==> src/source/common_pkg.sv <==
`default_nettype none

// ======================================================================
// shared bus widths and fill engine encoding
// ======================================================================

package common_pkg;

    localparam int DATA_WIDTH    = 8;                       // one bus byte
    localparam int WB_ADDR_WIDTH = 10;                      // bus address width

    // states of the ram clear engine
    typedef enum logic [1:0] {
        IDLE    = 2'd0,                                     // bus released, waiting for clear
        REQUEST = 2'd1,                                     // asking the arbiter for the ram port
        WRITE   = 2'd2,                                     // one fill byte per cycle
        DRAIN   = 2'd3                                      // waiting for the last acks
    } fill_state_t;

endpackage

`default_nettype wire
==> src/source/mem_subsys.sv <==
`timescale 1ns/10ps
`default_nettype none

module mem_subsys #(
    parameter int                                DATA_DEPTH = 512,   // ram size in bytes
    parameter logic [common_pkg::DATA_WIDTH-1:0] FILL_BYTE  = 8'h00  // value written by a clear
) (
    input  wire                                  clock_i,
    input  wire                                  reset_n_i,
    input  wire                                  clear_i,
    output logic                                 busy_o,
    input  wire  [common_pkg::WB_ADDR_WIDTH-1:0] wb_addr_i,
    input  wire  [common_pkg::DATA_WIDTH-1:0]    wb_data_i,
    output logic [common_pkg::DATA_WIDTH-1:0]    wb_data_o,
    input  wire                                  wb_we_i,
    input  wire                                  wb_cycle_i,
    input  wire                                  wb_strobe_i,
    output logic                                 wb_ack_o,
    output logic                                 wb_stall_o
);

    // engine to arbiter
    logic                                 init_req, init_gnt, init_we, init_strobe, init_ack;
    logic [common_pkg::WB_ADDR_WIDTH-1:0] init_addr;
    logic [common_pkg::DATA_WIDTH-1:0]    init_data;
    // arbiter to ram
    logic                                 mem_we, mem_cycle, mem_strobe, mem_ack, mem_stall;
    logic [common_pkg::WB_ADDR_WIDTH-1:0] mem_addr;
    logic [common_pkg::DATA_WIDTH-1:0]    mem_wdata, mem_rdata;
    // engine to counter
    logic                                 cnt_clear, cnt_advance, cnt_last;
    logic [common_pkg::WB_ADDR_WIDTH-1:0] cnt_addr;

    mem_init_fsm #(.DATA_DEPTH(DATA_DEPTH), .FILL_BYTE(FILL_BYTE)) u_init (
        .clock_i(clock_i), .reset_n_i(reset_n_i), .clear_i(clear_i), .busy_o(busy_o),
        .req_o(init_req), .gnt_i(init_gnt), .addr_o(init_addr), .data_o(init_data),
        .we_o(init_we), .strobe_o(init_strobe), .ack_i(init_ack),
        .cnt_clear_o(cnt_clear), .cnt_advance_o(cnt_advance),
        .cnt_addr_i(cnt_addr), .cnt_last_i(cnt_last)
    );

    fill_counter #(.DATA_DEPTH(DATA_DEPTH)) u_counter (
        .clock_i(clock_i), .reset_n_i(reset_n_i), .clear_i(cnt_clear),
        .advance_i(cnt_advance), .addr_o(cnt_addr), .last_o(cnt_last)
    );

    wb_arbiter u_arbiter (
        .clock_i(clock_i), .reset_n_i(reset_n_i),
        .ext_addr_i(wb_addr_i), .ext_data_i(wb_data_i), .ext_data_o(wb_data_o),
        .ext_we_i(wb_we_i), .ext_cycle_i(wb_cycle_i), .ext_strobe_i(wb_strobe_i),
        .ext_ack_o(wb_ack_o), .ext_stall_o(wb_stall_o),
        .init_req_i(init_req), .init_gnt_o(init_gnt), .init_addr_i(init_addr),
        .init_data_i(init_data), .init_we_i(init_we), .init_strobe_i(init_strobe),
        .init_ack_o(init_ack),
        .mem_addr_o(mem_addr), .mem_data_o(mem_wdata), .mem_data_i(mem_rdata),
        .mem_we_o(mem_we), .mem_cycle_o(mem_cycle), .mem_strobe_o(mem_strobe),
        .mem_ack_i(mem_ack), .mem_stall_i(mem_stall)
    );

    bram #(.DATA_DEPTH(DATA_DEPTH)) u_bram (
        .clock_i(clock_i), .reset_n_i(reset_n_i), .wb_addr_i(mem_addr),
        .wb_data_i(mem_wdata), .wb_data_o(mem_rdata), .wb_we_i(mem_we),
        .wb_cycle_i(mem_cycle), .wb_strobe_i(mem_strobe),
        .wb_ack_o(mem_ack), .wb_stall_o(mem_stall)
    );

endmodule

`default_nettype wire

==> src/source/mem_init_fsm.sv <==
`timescale 1ns/10ps
`default_nettype none

module mem_init_fsm #(
    parameter int                                DATA_DEPTH = 512,   // locations to clear
    parameter logic [common_pkg::DATA_WIDTH-1:0] FILL_BYTE  = 8'h00  // clear value
) (
    input  wire                                  clock_i,
    input  wire                                  reset_n_i,
    input  wire                                  clear_i,
    output logic                                 busy_o,
    // bus request side
    output logic                                 req_o,
    input  wire                                  gnt_i,
    output logic [common_pkg::WB_ADDR_WIDTH-1:0] addr_o,
    output logic [common_pkg::DATA_WIDTH-1:0]    data_o,
    output logic                                 we_o,
    output logic                                 strobe_o,
    input  wire                                  ack_i,
    // address counter
    output logic                                 cnt_clear_o,
    output logic                                 cnt_advance_o,
    input  wire  [common_pkg::WB_ADDR_WIDTH-1:0] cnt_addr_i,
    input  wire                                  cnt_last_i
);

    common_pkg::fill_state_t state_q;                       // engine state
    logic [1:0]              pending_q;                     // writes awaiting ack
    logic                    drained;                       // nothing left in flight

    if (DATA_DEPTH < 2 || DATA_DEPTH > (1 << common_pkg::WB_ADDR_WIDTH)) begin : g_depth
        $error("DATA_DEPTH does not fit the bus address");
    end

    // ======================================================================
    // state register
    // ======================================================================

    always_ff @(posedge clock_i or negedge reset_n_i) begin
        if (!reset_n_i) begin
            state_q <= common_pkg::REQUEST;                 // clear runs straight out of reset
        end else begin
            case (state_q)
                common_pkg::IDLE:    if (clear_i) state_q <= common_pkg::REQUEST;
                common_pkg::REQUEST: if (gnt_i) state_q <= common_pkg::WRITE;
                common_pkg::WRITE:   if (cnt_last_i) state_q <= common_pkg::DRAIN;
                common_pkg::DRAIN:   if (drained) state_q <= common_pkg::IDLE;
                default:             state_q <= common_pkg::IDLE;
            endcase
        end
    end

    // writes in flight stay at 0 or 1 with a one cycle ack
    always_ff @(posedge clock_i or negedge reset_n_i) begin
        if (!reset_n_i) begin
            pending_q <= 2'd0;
        end else if (strobe_o && !ack_i) begin
            pending_q <= pending_q + 2'd1;
        end else if (!strobe_o && ack_i) begin
            pending_q <= pending_q - 2'd1;
        end
    end

    assign drained = (pending_q == 2'd0) | ((pending_q == 2'd1) & ack_i);

    // ======================================================================
    // outputs
    // ======================================================================

    assign busy_o        = (state_q != common_pkg::IDLE);   // clear_i ignored while high
    assign req_o         = busy_o;                          // hold the port through drain
    assign strobe_o      = (state_q == common_pkg::WRITE);  // back-to-back fill writes
    assign we_o          = strobe_o;
    assign addr_o        = cnt_addr_i;
    assign data_o        = FILL_BYTE;
    assign cnt_clear_o   = (state_q == common_pkg::REQUEST);
    assign cnt_advance_o = strobe_o & ~cnt_last_i;          // park on the last address

    // fill writes only go out on a granted port
    assert property (@(posedge clock_i) disable iff (!reset_n_i)
        strobe_o |-> gnt_i)
        else $error("fill strobe without grant");

endmodule

`default_nettype wire

==> src/source/fill_counter.sv <==
`timescale 1ns/10ps
`default_nettype none

module fill_counter #(
    parameter int DATA_DEPTH = 512                          // locations to sweep
) (
    input  wire                                  clock_i,
    input  wire                                  reset_n_i,
    input  wire                                  clear_i,
    input  wire                                  advance_i,
    output logic [common_pkg::WB_ADDR_WIDTH-1:0] addr_o,
    output logic                                 last_o
);

    localparam logic [common_pkg::WB_ADDR_WIDTH-1:0] LAST_ADDR =
        common_pkg::WB_ADDR_WIDTH'(DATA_DEPTH - 1);        // final ram location

    // address register, clear wins over advance
    always_ff @(posedge clock_i or negedge reset_n_i) begin
        if (!reset_n_i) begin
            addr_o <= '0;
        end else if (clear_i) begin
            addr_o <= '0;                                   // restart the sweep
        end else if (advance_i) begin
            addr_o <= addr_o + 1'b1;
        end
    end

    assign last_o = (addr_o == LAST_ADDR);                  // sweep ends here

    // the engine must stop stepping at the last location
    assert property (@(posedge clock_i) disable iff (!reset_n_i)
        advance_i |-> !last_o)
        else $error("fill counter advanced past the last location");

endmodule

`default_nettype wire

==> src/source/wb_arbiter.sv <==
`timescale 1ns/10ps
`default_nettype none

module wb_arbiter (
    input  wire                                  clock_i,
    input  wire                                  reset_n_i,
    // external master
    input  wire  [common_pkg::WB_ADDR_WIDTH-1:0] ext_addr_i,
    input  wire  [common_pkg::DATA_WIDTH-1:0]    ext_data_i,
    output logic [common_pkg::DATA_WIDTH-1:0]    ext_data_o,
    input  wire                                  ext_we_i,
    input  wire                                  ext_cycle_i,
    input  wire                                  ext_strobe_i,
    output logic                                 ext_ack_o,
    output logic                                 ext_stall_o,
    // clear engine
    input  wire                                  init_req_i,
    output logic                                 init_gnt_o,
    input  wire  [common_pkg::WB_ADDR_WIDTH-1:0] init_addr_i,
    input  wire  [common_pkg::DATA_WIDTH-1:0]    init_data_i,
    input  wire                                  init_we_i,
    input  wire                                  init_strobe_i,
    output logic                                 init_ack_o,
    // ram port
    output logic [common_pkg::WB_ADDR_WIDTH-1:0] mem_addr_o,
    output logic [common_pkg::DATA_WIDTH-1:0]    mem_data_o,
    input  wire  [common_pkg::DATA_WIDTH-1:0]    mem_data_i,
    output logic                                 mem_we_o,
    output logic                                 mem_cycle_o,
    output logic                                 mem_strobe_o,
    input  wire                                  mem_ack_i,
    input  wire                                  mem_stall_i
);

    logic owner_q;                                          // engine holds the ram port

    // take the port only between external cycles and keep it while req stays up
    always_ff @(posedge clock_i or negedge reset_n_i) begin
        if (!reset_n_i) begin
            owner_q <= 1'b0;
        end else begin
            owner_q <= init_req_i & (owner_q | ~ext_cycle_i);
        end
    end

    assign init_gnt_o  = owner_q & init_req_i;              // drops in the same cycle as req
    assign ext_stall_o = init_req_i | mem_stall_i;          // held off for the whole clear

    // request mux
    assign mem_addr_o   = init_gnt_o ? init_addr_i   : ext_addr_i;
    assign mem_data_o   = init_gnt_o ? init_data_i   : ext_data_i;
    assign mem_we_o     = init_gnt_o ? init_we_i     : ext_we_i;
    assign mem_cycle_o  = init_gnt_o | ext_cycle_i;         // engine cycle spans the grant
    assign mem_strobe_o = init_gnt_o ? init_strobe_i : (ext_strobe_i & ~ext_stall_o);

    // response steering
    assign ext_data_o = mem_data_i;                         // engine never reads
    assign ext_ack_o  = mem_ack_i & ~init_gnt_o;
    assign init_ack_o = mem_ack_i & init_gnt_o;

    // an ack always returns to the master that issued its strobe
    assert property (@(posedge clock_i) disable iff (!reset_n_i)
        mem_ack_i |-> $stable(init_gnt_o))
        else $error("grant moved between a strobe and its ack");

    // engine releases only once its acks are home
    assert property (@(posedge clock_i) disable iff (!reset_n_i)
        $fell(init_gnt_o) |-> !mem_ack_i)
        else $error("grant dropped with an ack in flight");

endmodule

`default_nettype wire

==> src/source/bram.sv <==
`timescale 1ns/10ps
`default_nettype none

module bram #(
    parameter int DATA_DEPTH = 512                          // number of byte locations
) (
    input  wire                                  clock_i,
    input  wire                                  reset_n_i,
    input  wire  [common_pkg::WB_ADDR_WIDTH-1:0] wb_addr_i,
    input  wire  [common_pkg::DATA_WIDTH-1:0]    wb_data_i,
    output logic [common_pkg::DATA_WIDTH-1:0]    wb_data_o,
    input  wire                                  wb_we_i,
    input  wire                                  wb_cycle_i,
    input  wire                                  wb_strobe_i,
    output logic                                 wb_ack_o,
    output logic                                 wb_stall_o
);

    localparam int ADDR_BITS = $clog2(DATA_DEPTH);         // bits that index the array

    logic [common_pkg::DATA_WIDTH-1:0] mem [DATA_DEPTH];   // byte storage
    logic                              accept;             // transfer taken this cycle

    assign wb_stall_o = 1'b0;                               // single cycle ram that never stalls
    assign accept     = wb_cycle_i & wb_strobe_i & ~wb_stall_o;

    // storage and registered read data
    always_ff @(posedge clock_i) begin
        if (accept) begin
            if (wb_we_i) begin
                mem[wb_addr_i[ADDR_BITS-1:0]] <= wb_data_i;    // upper address bits alias
            end else begin
                wb_data_o <= mem[wb_addr_i[ADDR_BITS-1:0]];    // valid while ack is high
            end
        end
    end

    // ack follows acceptance by one cycle
    always_ff @(posedge clock_i or negedge reset_n_i) begin
        if (!reset_n_i) begin
            wb_ack_o <= 1'b0;
        end else begin
            wb_ack_o <= accept;
        end
    end

    // a strobe is only legal inside a bus cycle
    assert property (@(posedge clock_i) disable iff (!reset_n_i)
        wb_strobe_i |-> wb_cycle_i)
        else $error("bram strobe outside a bus cycle");

endmodule

`default_nettype wire

==> config.mk <==
export PLATFORM = sky130hd
export DESIGN_NAME = mem_subsys
export DESIGN_NICKNAME = d
export VERILOG_FILES = /design/src/source/common_pkg.sv /design/src/source/mem_subsys.sv /design/src/source/mem_init_fsm.sv /design/src/source/fill_counter.sv /design/src/source/wb_arbiter.sv /design/src/source/bram.sv
export SDC_FILE = /design/constraint.sdc
export NUM_CORES = 2
export LEC_CHECK = 0
export ABC_CLOCK_PERIOD_IN_PS = 16020
export BUFFER_PORTS_ARGS = -buffer_cell sky130_fd_sc_hd__buf_2
export CAP_MARGIN = 10
export CORE_MARGIN = 2
export CORE_UTILIZATION = 55
export CTS_BUF_LIST = sky130_fd_sc_hd__clkbuf_8
export CTS_CLUSTER_DIAMETER = 60
export DETAILED_ROUTE_END_ITERATION = 7
export HOLD_SLACK_MARGIN = 0.03
export PLACE_DENSITY = 0.75
export SLEW_MARGIN = 10
export SYNTH_ARGS = -nofsm -noshare
export SYNTH_HDL_FRONTEND = slang
export SYNTH_SLANG_ARGS = --single-unit
==> constraint.sdc <==
create_clock -name clock_i -period 16.02 [get_ports clock_i]
set_input_delay 0 -clock clock_i [delete_from_list [all_inputs] [get_ports clock_i]]
set_output_delay 0 -clock clock_i [all_outputs]
set_load 0.02 [all_outputs]
==> flow_metrics.env <==
export IMPL_outcome="complete, no violations"
export IMPL_required_ns=16.99
export IMPL_start_util=0.554
export IMPL_syn_inst=8963
export IMPL_fp_dieW_um=532
export IMPL_numCtsBuffers=628
export IMPL_layout_nets=9123
export IMPL_skew_ns=0.0636
export IMPL_cts_root_buf="clkbuf_8"
export IMPL_grt_antenna_before_repair=13
export IMPL_synth_edff_count=4104
export IMPL_nFillCells=19200
export IMPL_syn_to_final_growth_pct=9.36
export IMPL_fp_dieH_um=532
export IMPL_setup_tns_ns=0
export IMPL_grt_pass1_wl_um=559000
export IMPL_hp_class="input port to flop"
export IMPL_dp_hpwl_um=209000
export IMPL_clk_latency_ns=1.10
export IMPL_period_needed_ns=7.38
export IMPL_syn_area_per_cell_sq_um=17.1
export IMPL_post_route_util=0.606
export IMPL_critPathMaxFanout=162
export IMPL_grt_pass1_vias=86100
export IMPL_endpoint_kind="flop"
export IMPL_yosysWarnings=0
export IMPL_ir_worst_vdd_uv=101
export IMPL_die_area_sq_um=283000
export IMPL_cpPeakStageDelay_ns=0.83
export IMPL_timing_final_ws_setup_ns=8.64
export IMPL_drv_slew=0
export IMPL_crit_arrival_ns=8.35
export IMPL_drtIter0Drc=14500
export IMPL_cts_buffer_depth=4
export IMPL_ys_ff_latch=4120
export IMPL_cts_clk_slew_worst_paths_ns=0.06
export IMPL_cts_htree_levels=6
export IMPL_cts_sinks=4120
export IMPL_placementRows=193
export IMPL_drt_wl_total_um=387000
export IMPL_syn_cell_area_sq_um=153000
export IMPL_portBuffers=33
export IMPL_cpMostUsedCell="buf_4"
export IMPL_dp_slack_ns=9.51
export IMPL_postCtsSetupBuffers=0
export IMPL_criticalPathCategory="flop to flop"
export IMPL_powerDensity_nw_per_um2=115
export IMPL_grt_setup_unrepaired="no"
export IMPL_startpoint_type="flop"
export IMPL_core_area_sq_um=277000
export IMPL_avgViaCountPerCell=6.72
export IMPL_tightest_slew_ns=1.42
export IMPL_ant_nets=0
export IMPL_drive_gt1_frac=0.0986
export IMPL_grt_max_degree=215
export IMPL_mappedNetlistNets=8995
export IMPL_drtPass1Iterations=7
export IMPL_max_freq_ghz=0.136
export IMPL_drv_cap=0
export IMPL_grt_overflow=0
export IMPL_drc=0
export IMPL_fin_crit_sh=0.461
export IMPL_synth_distinct_cells=44
export IMPL_finalSetupViolCount=0
export IMPL_hold_viol_final=0
export IMPL_critical_path_slowest_cell="buf_4"
export IMPL_ys_seq_area_frac=0.807
export IMPL_yosys_most_used_dff="edfxtp_1"
export IMPL_gp_congestion=0.893
export IMPL_wl_per_cell_um=29.2
export IMPL_slew_limit_headroom=0.0385
export IMPL_ys_async_sr_fraction=0.00388
export IMPL_vias=89000
export IMPL_grt_use_total=0.265
export IMPL_path_cells="inv_1, ha_1, nor4bb_1, a31o_4, buf_4, buf_12, buf_4, buf_4, a22oi_1, a21oi_1, o41ai_1, nand4_1, a22oi_1, nand4_1, dlygate4sd3_1"
export IMPL_cts_tree="yes"
export IMPL_pin_count=35
export IMPL_power_leakage_nw=44.4
## cells in the final DEF, fill, tap and decap left out, types with 3 or more instances in the layout
master         count
or3_1              4
and2_4             8
buf_2             33
nand3_1            4
buf_12            23
clkinv_2          50
inv_6             11
a21oi_1         1045
nor2b_1            3
nor2_1           532
edfxtp_1        4104
dfrtp_1           15
buf_4            119
ha_1               8
a31oi_1            6
nor3b_1            4
nand3b_1           4
a31oi_4            3
inv_8              6
clkbuf_8         636
nor3_1             3
clkinvlp_4        10
bufinv_16          5
nand2_1           49
o21ai_0            5
or3_4              8
a41oi_1           17
diode_2           16
o41ai_1          254
nand2_4           11
a22oi_1         2064
nand4_1           59
xor2_1             6
and2_1             4
dlygate4sd3_1     26
clkinv_1         152
inv_1            206
## timing repair
item,CTS,global route
endpoints found under the hold margin,702,0
resized for setup,0,0
hold buffers,26,0
endpoints found under the setup margin,0,0
## path summary, 6_finish.rpt
| check | start | end | slack, ns | depth (start not counted) |
|---|---|---|---|---|
| setup reg to reg | u_init.state_q[0] | u_bram.wb_data_o[1] | 8.64 | 15 |
| max in group asynchronous | reset_n_i | u_counter.addr_o[6] | 14.94 | 4 |
| hold / removal | wb_data_i[4] | u_bram.mem[489][4] | 0.13 | 3 |
| setup / recovery | u_init.state_q[0] | u_bram.wb_data_o[1] | 8.64 | 15 |
| hold reg to reg | u_init.pending_q[1] | u_init.pending_q[1] | 0.50 | 2 |
| min in group asynchronous | reset_n_i | u_init.pending_q[1] | 0.60 | 4 |
## flip-flops by register name, summed over array words and instances, names as in the netlist
register	flops
u_arbiter.owner_q	1
u_bram.mem	4096
u_bram.wb_ack_o	1
u_bram.wb_data_o	8
u_counter.addr_o	10
u_init.pending_q	2
u_init.state_q	2
## power by group
part | switching [W] | total (W) | internal (W) | leakage, nW
Sequential | 0.000000305 | 0.0117 | 0.0117 | 28.5
Combinational | 0.00000552 | 0.0000121 | 0.00000659 | 9.73
Clock | 0.00389 | 0.00766 | 0.00377 | 6.23
Total | 0.00390 | 0.0193 | 0.0155 | 44.4
## critical path: cells and delay by family, from the launching register on
kind	cells	cell delay, ns
DFF	1	0.56
and+or+nand+nor	3	1.00
AOI/OAI and AO/OA	5	1.57
buffers and inverters	6	3.41
adders and majority gates	1	0.33
## layout make-up
class | count | area, sq um | area share
sequential | 4120 | 124000 | 0.738
multi-input combinational | 4127 | 26700 | 0.159
clock buffer | 636 | 8750 | 0.0522
tap | 3705 | 4640 | 0.0277
clock inverter | 432 | 2010 | 0.0120
timing repair buffer | 201 | 1780 | 0.0106
inverter | 13 | 48.8 | 0.000291
antenna | 16 | 40.0 | 0.000239
## cell usage after synthesis, types with 2 or more instances
master,instances,area (sq um)
nor2b_1,3,18.8
edfxtp_1,4104,123000
buf_6,21,236
a22oi_1,2064,15500
nor3b_1,4,30.0
ha_1,8,100
nor4bb_1,2,20.0
inv_1,13,48.8
buf_4,8,60.1
xnor2_1,2,17.5
xor2_1,6,52.6
nand3b_1,4,30.0
a41oi_1,17,149
a31oi_2,3,37.5
nand2_1,60,225
or3_1,12,75.1
o31a_1,3,26.3
o21ai_0,5,25.0
o31ai_1,3,22.5
a31o_1,2,17.5
dfrtp_1,15,375
nor3_1,3,15.0
nand3_1,4,20.0
nor2_1,532,2000
buf_1,29,109
mux2i_1,2,20.0
clkbuf_1,419,1570
a31oi_1,6,37.5
nand4_1,59,369
buf_2,226,1130
and2_1,12,75.1
o41ai_1,256,2240
a21oi_1,1045,5230
## metrics by stage
step | cells | hold slack [ns] | power (W) | area [sq um]
global placement | 12100 | -0.0699 | 0.0119 | 157000
finish | 13300 | 0.131 | 0.0193 | 168000
detailed placement | 12100 | -0.0681 | 0.0119 | 157000
CTS | 13200 | 0.0434 | 0.0194 | 168000
global route | 13200 | 0.103 | 0.0198 | 168000
floorplan | 8963 | -0.296 | 0.0119 | 153000
## metal layers
metal / GRT usage / vias up / wire length (um) / share of wire
met5: 0 / - / 115 / 0.00030
met4: 0.123 / 18 / 18100 / 0.047
met3: 0.0668 / 947 / 47600 / 0.12
met2: 0.411 / 6251 / 181000 / 0.47
met1: 0.354 / 44400 / 140000 / 0.36
li1: - / 37400 / - / -
## cells by family after synthesis
group | synth area share
simple gates | 0.0190
xor+xnor | 0.000457
buf+inv | 0.0206
mux | 0.000220
fa+ha+maj | 0.000653
flops | 0.807
compound gates | 0.152
Power figures use the tool's default switching activity.
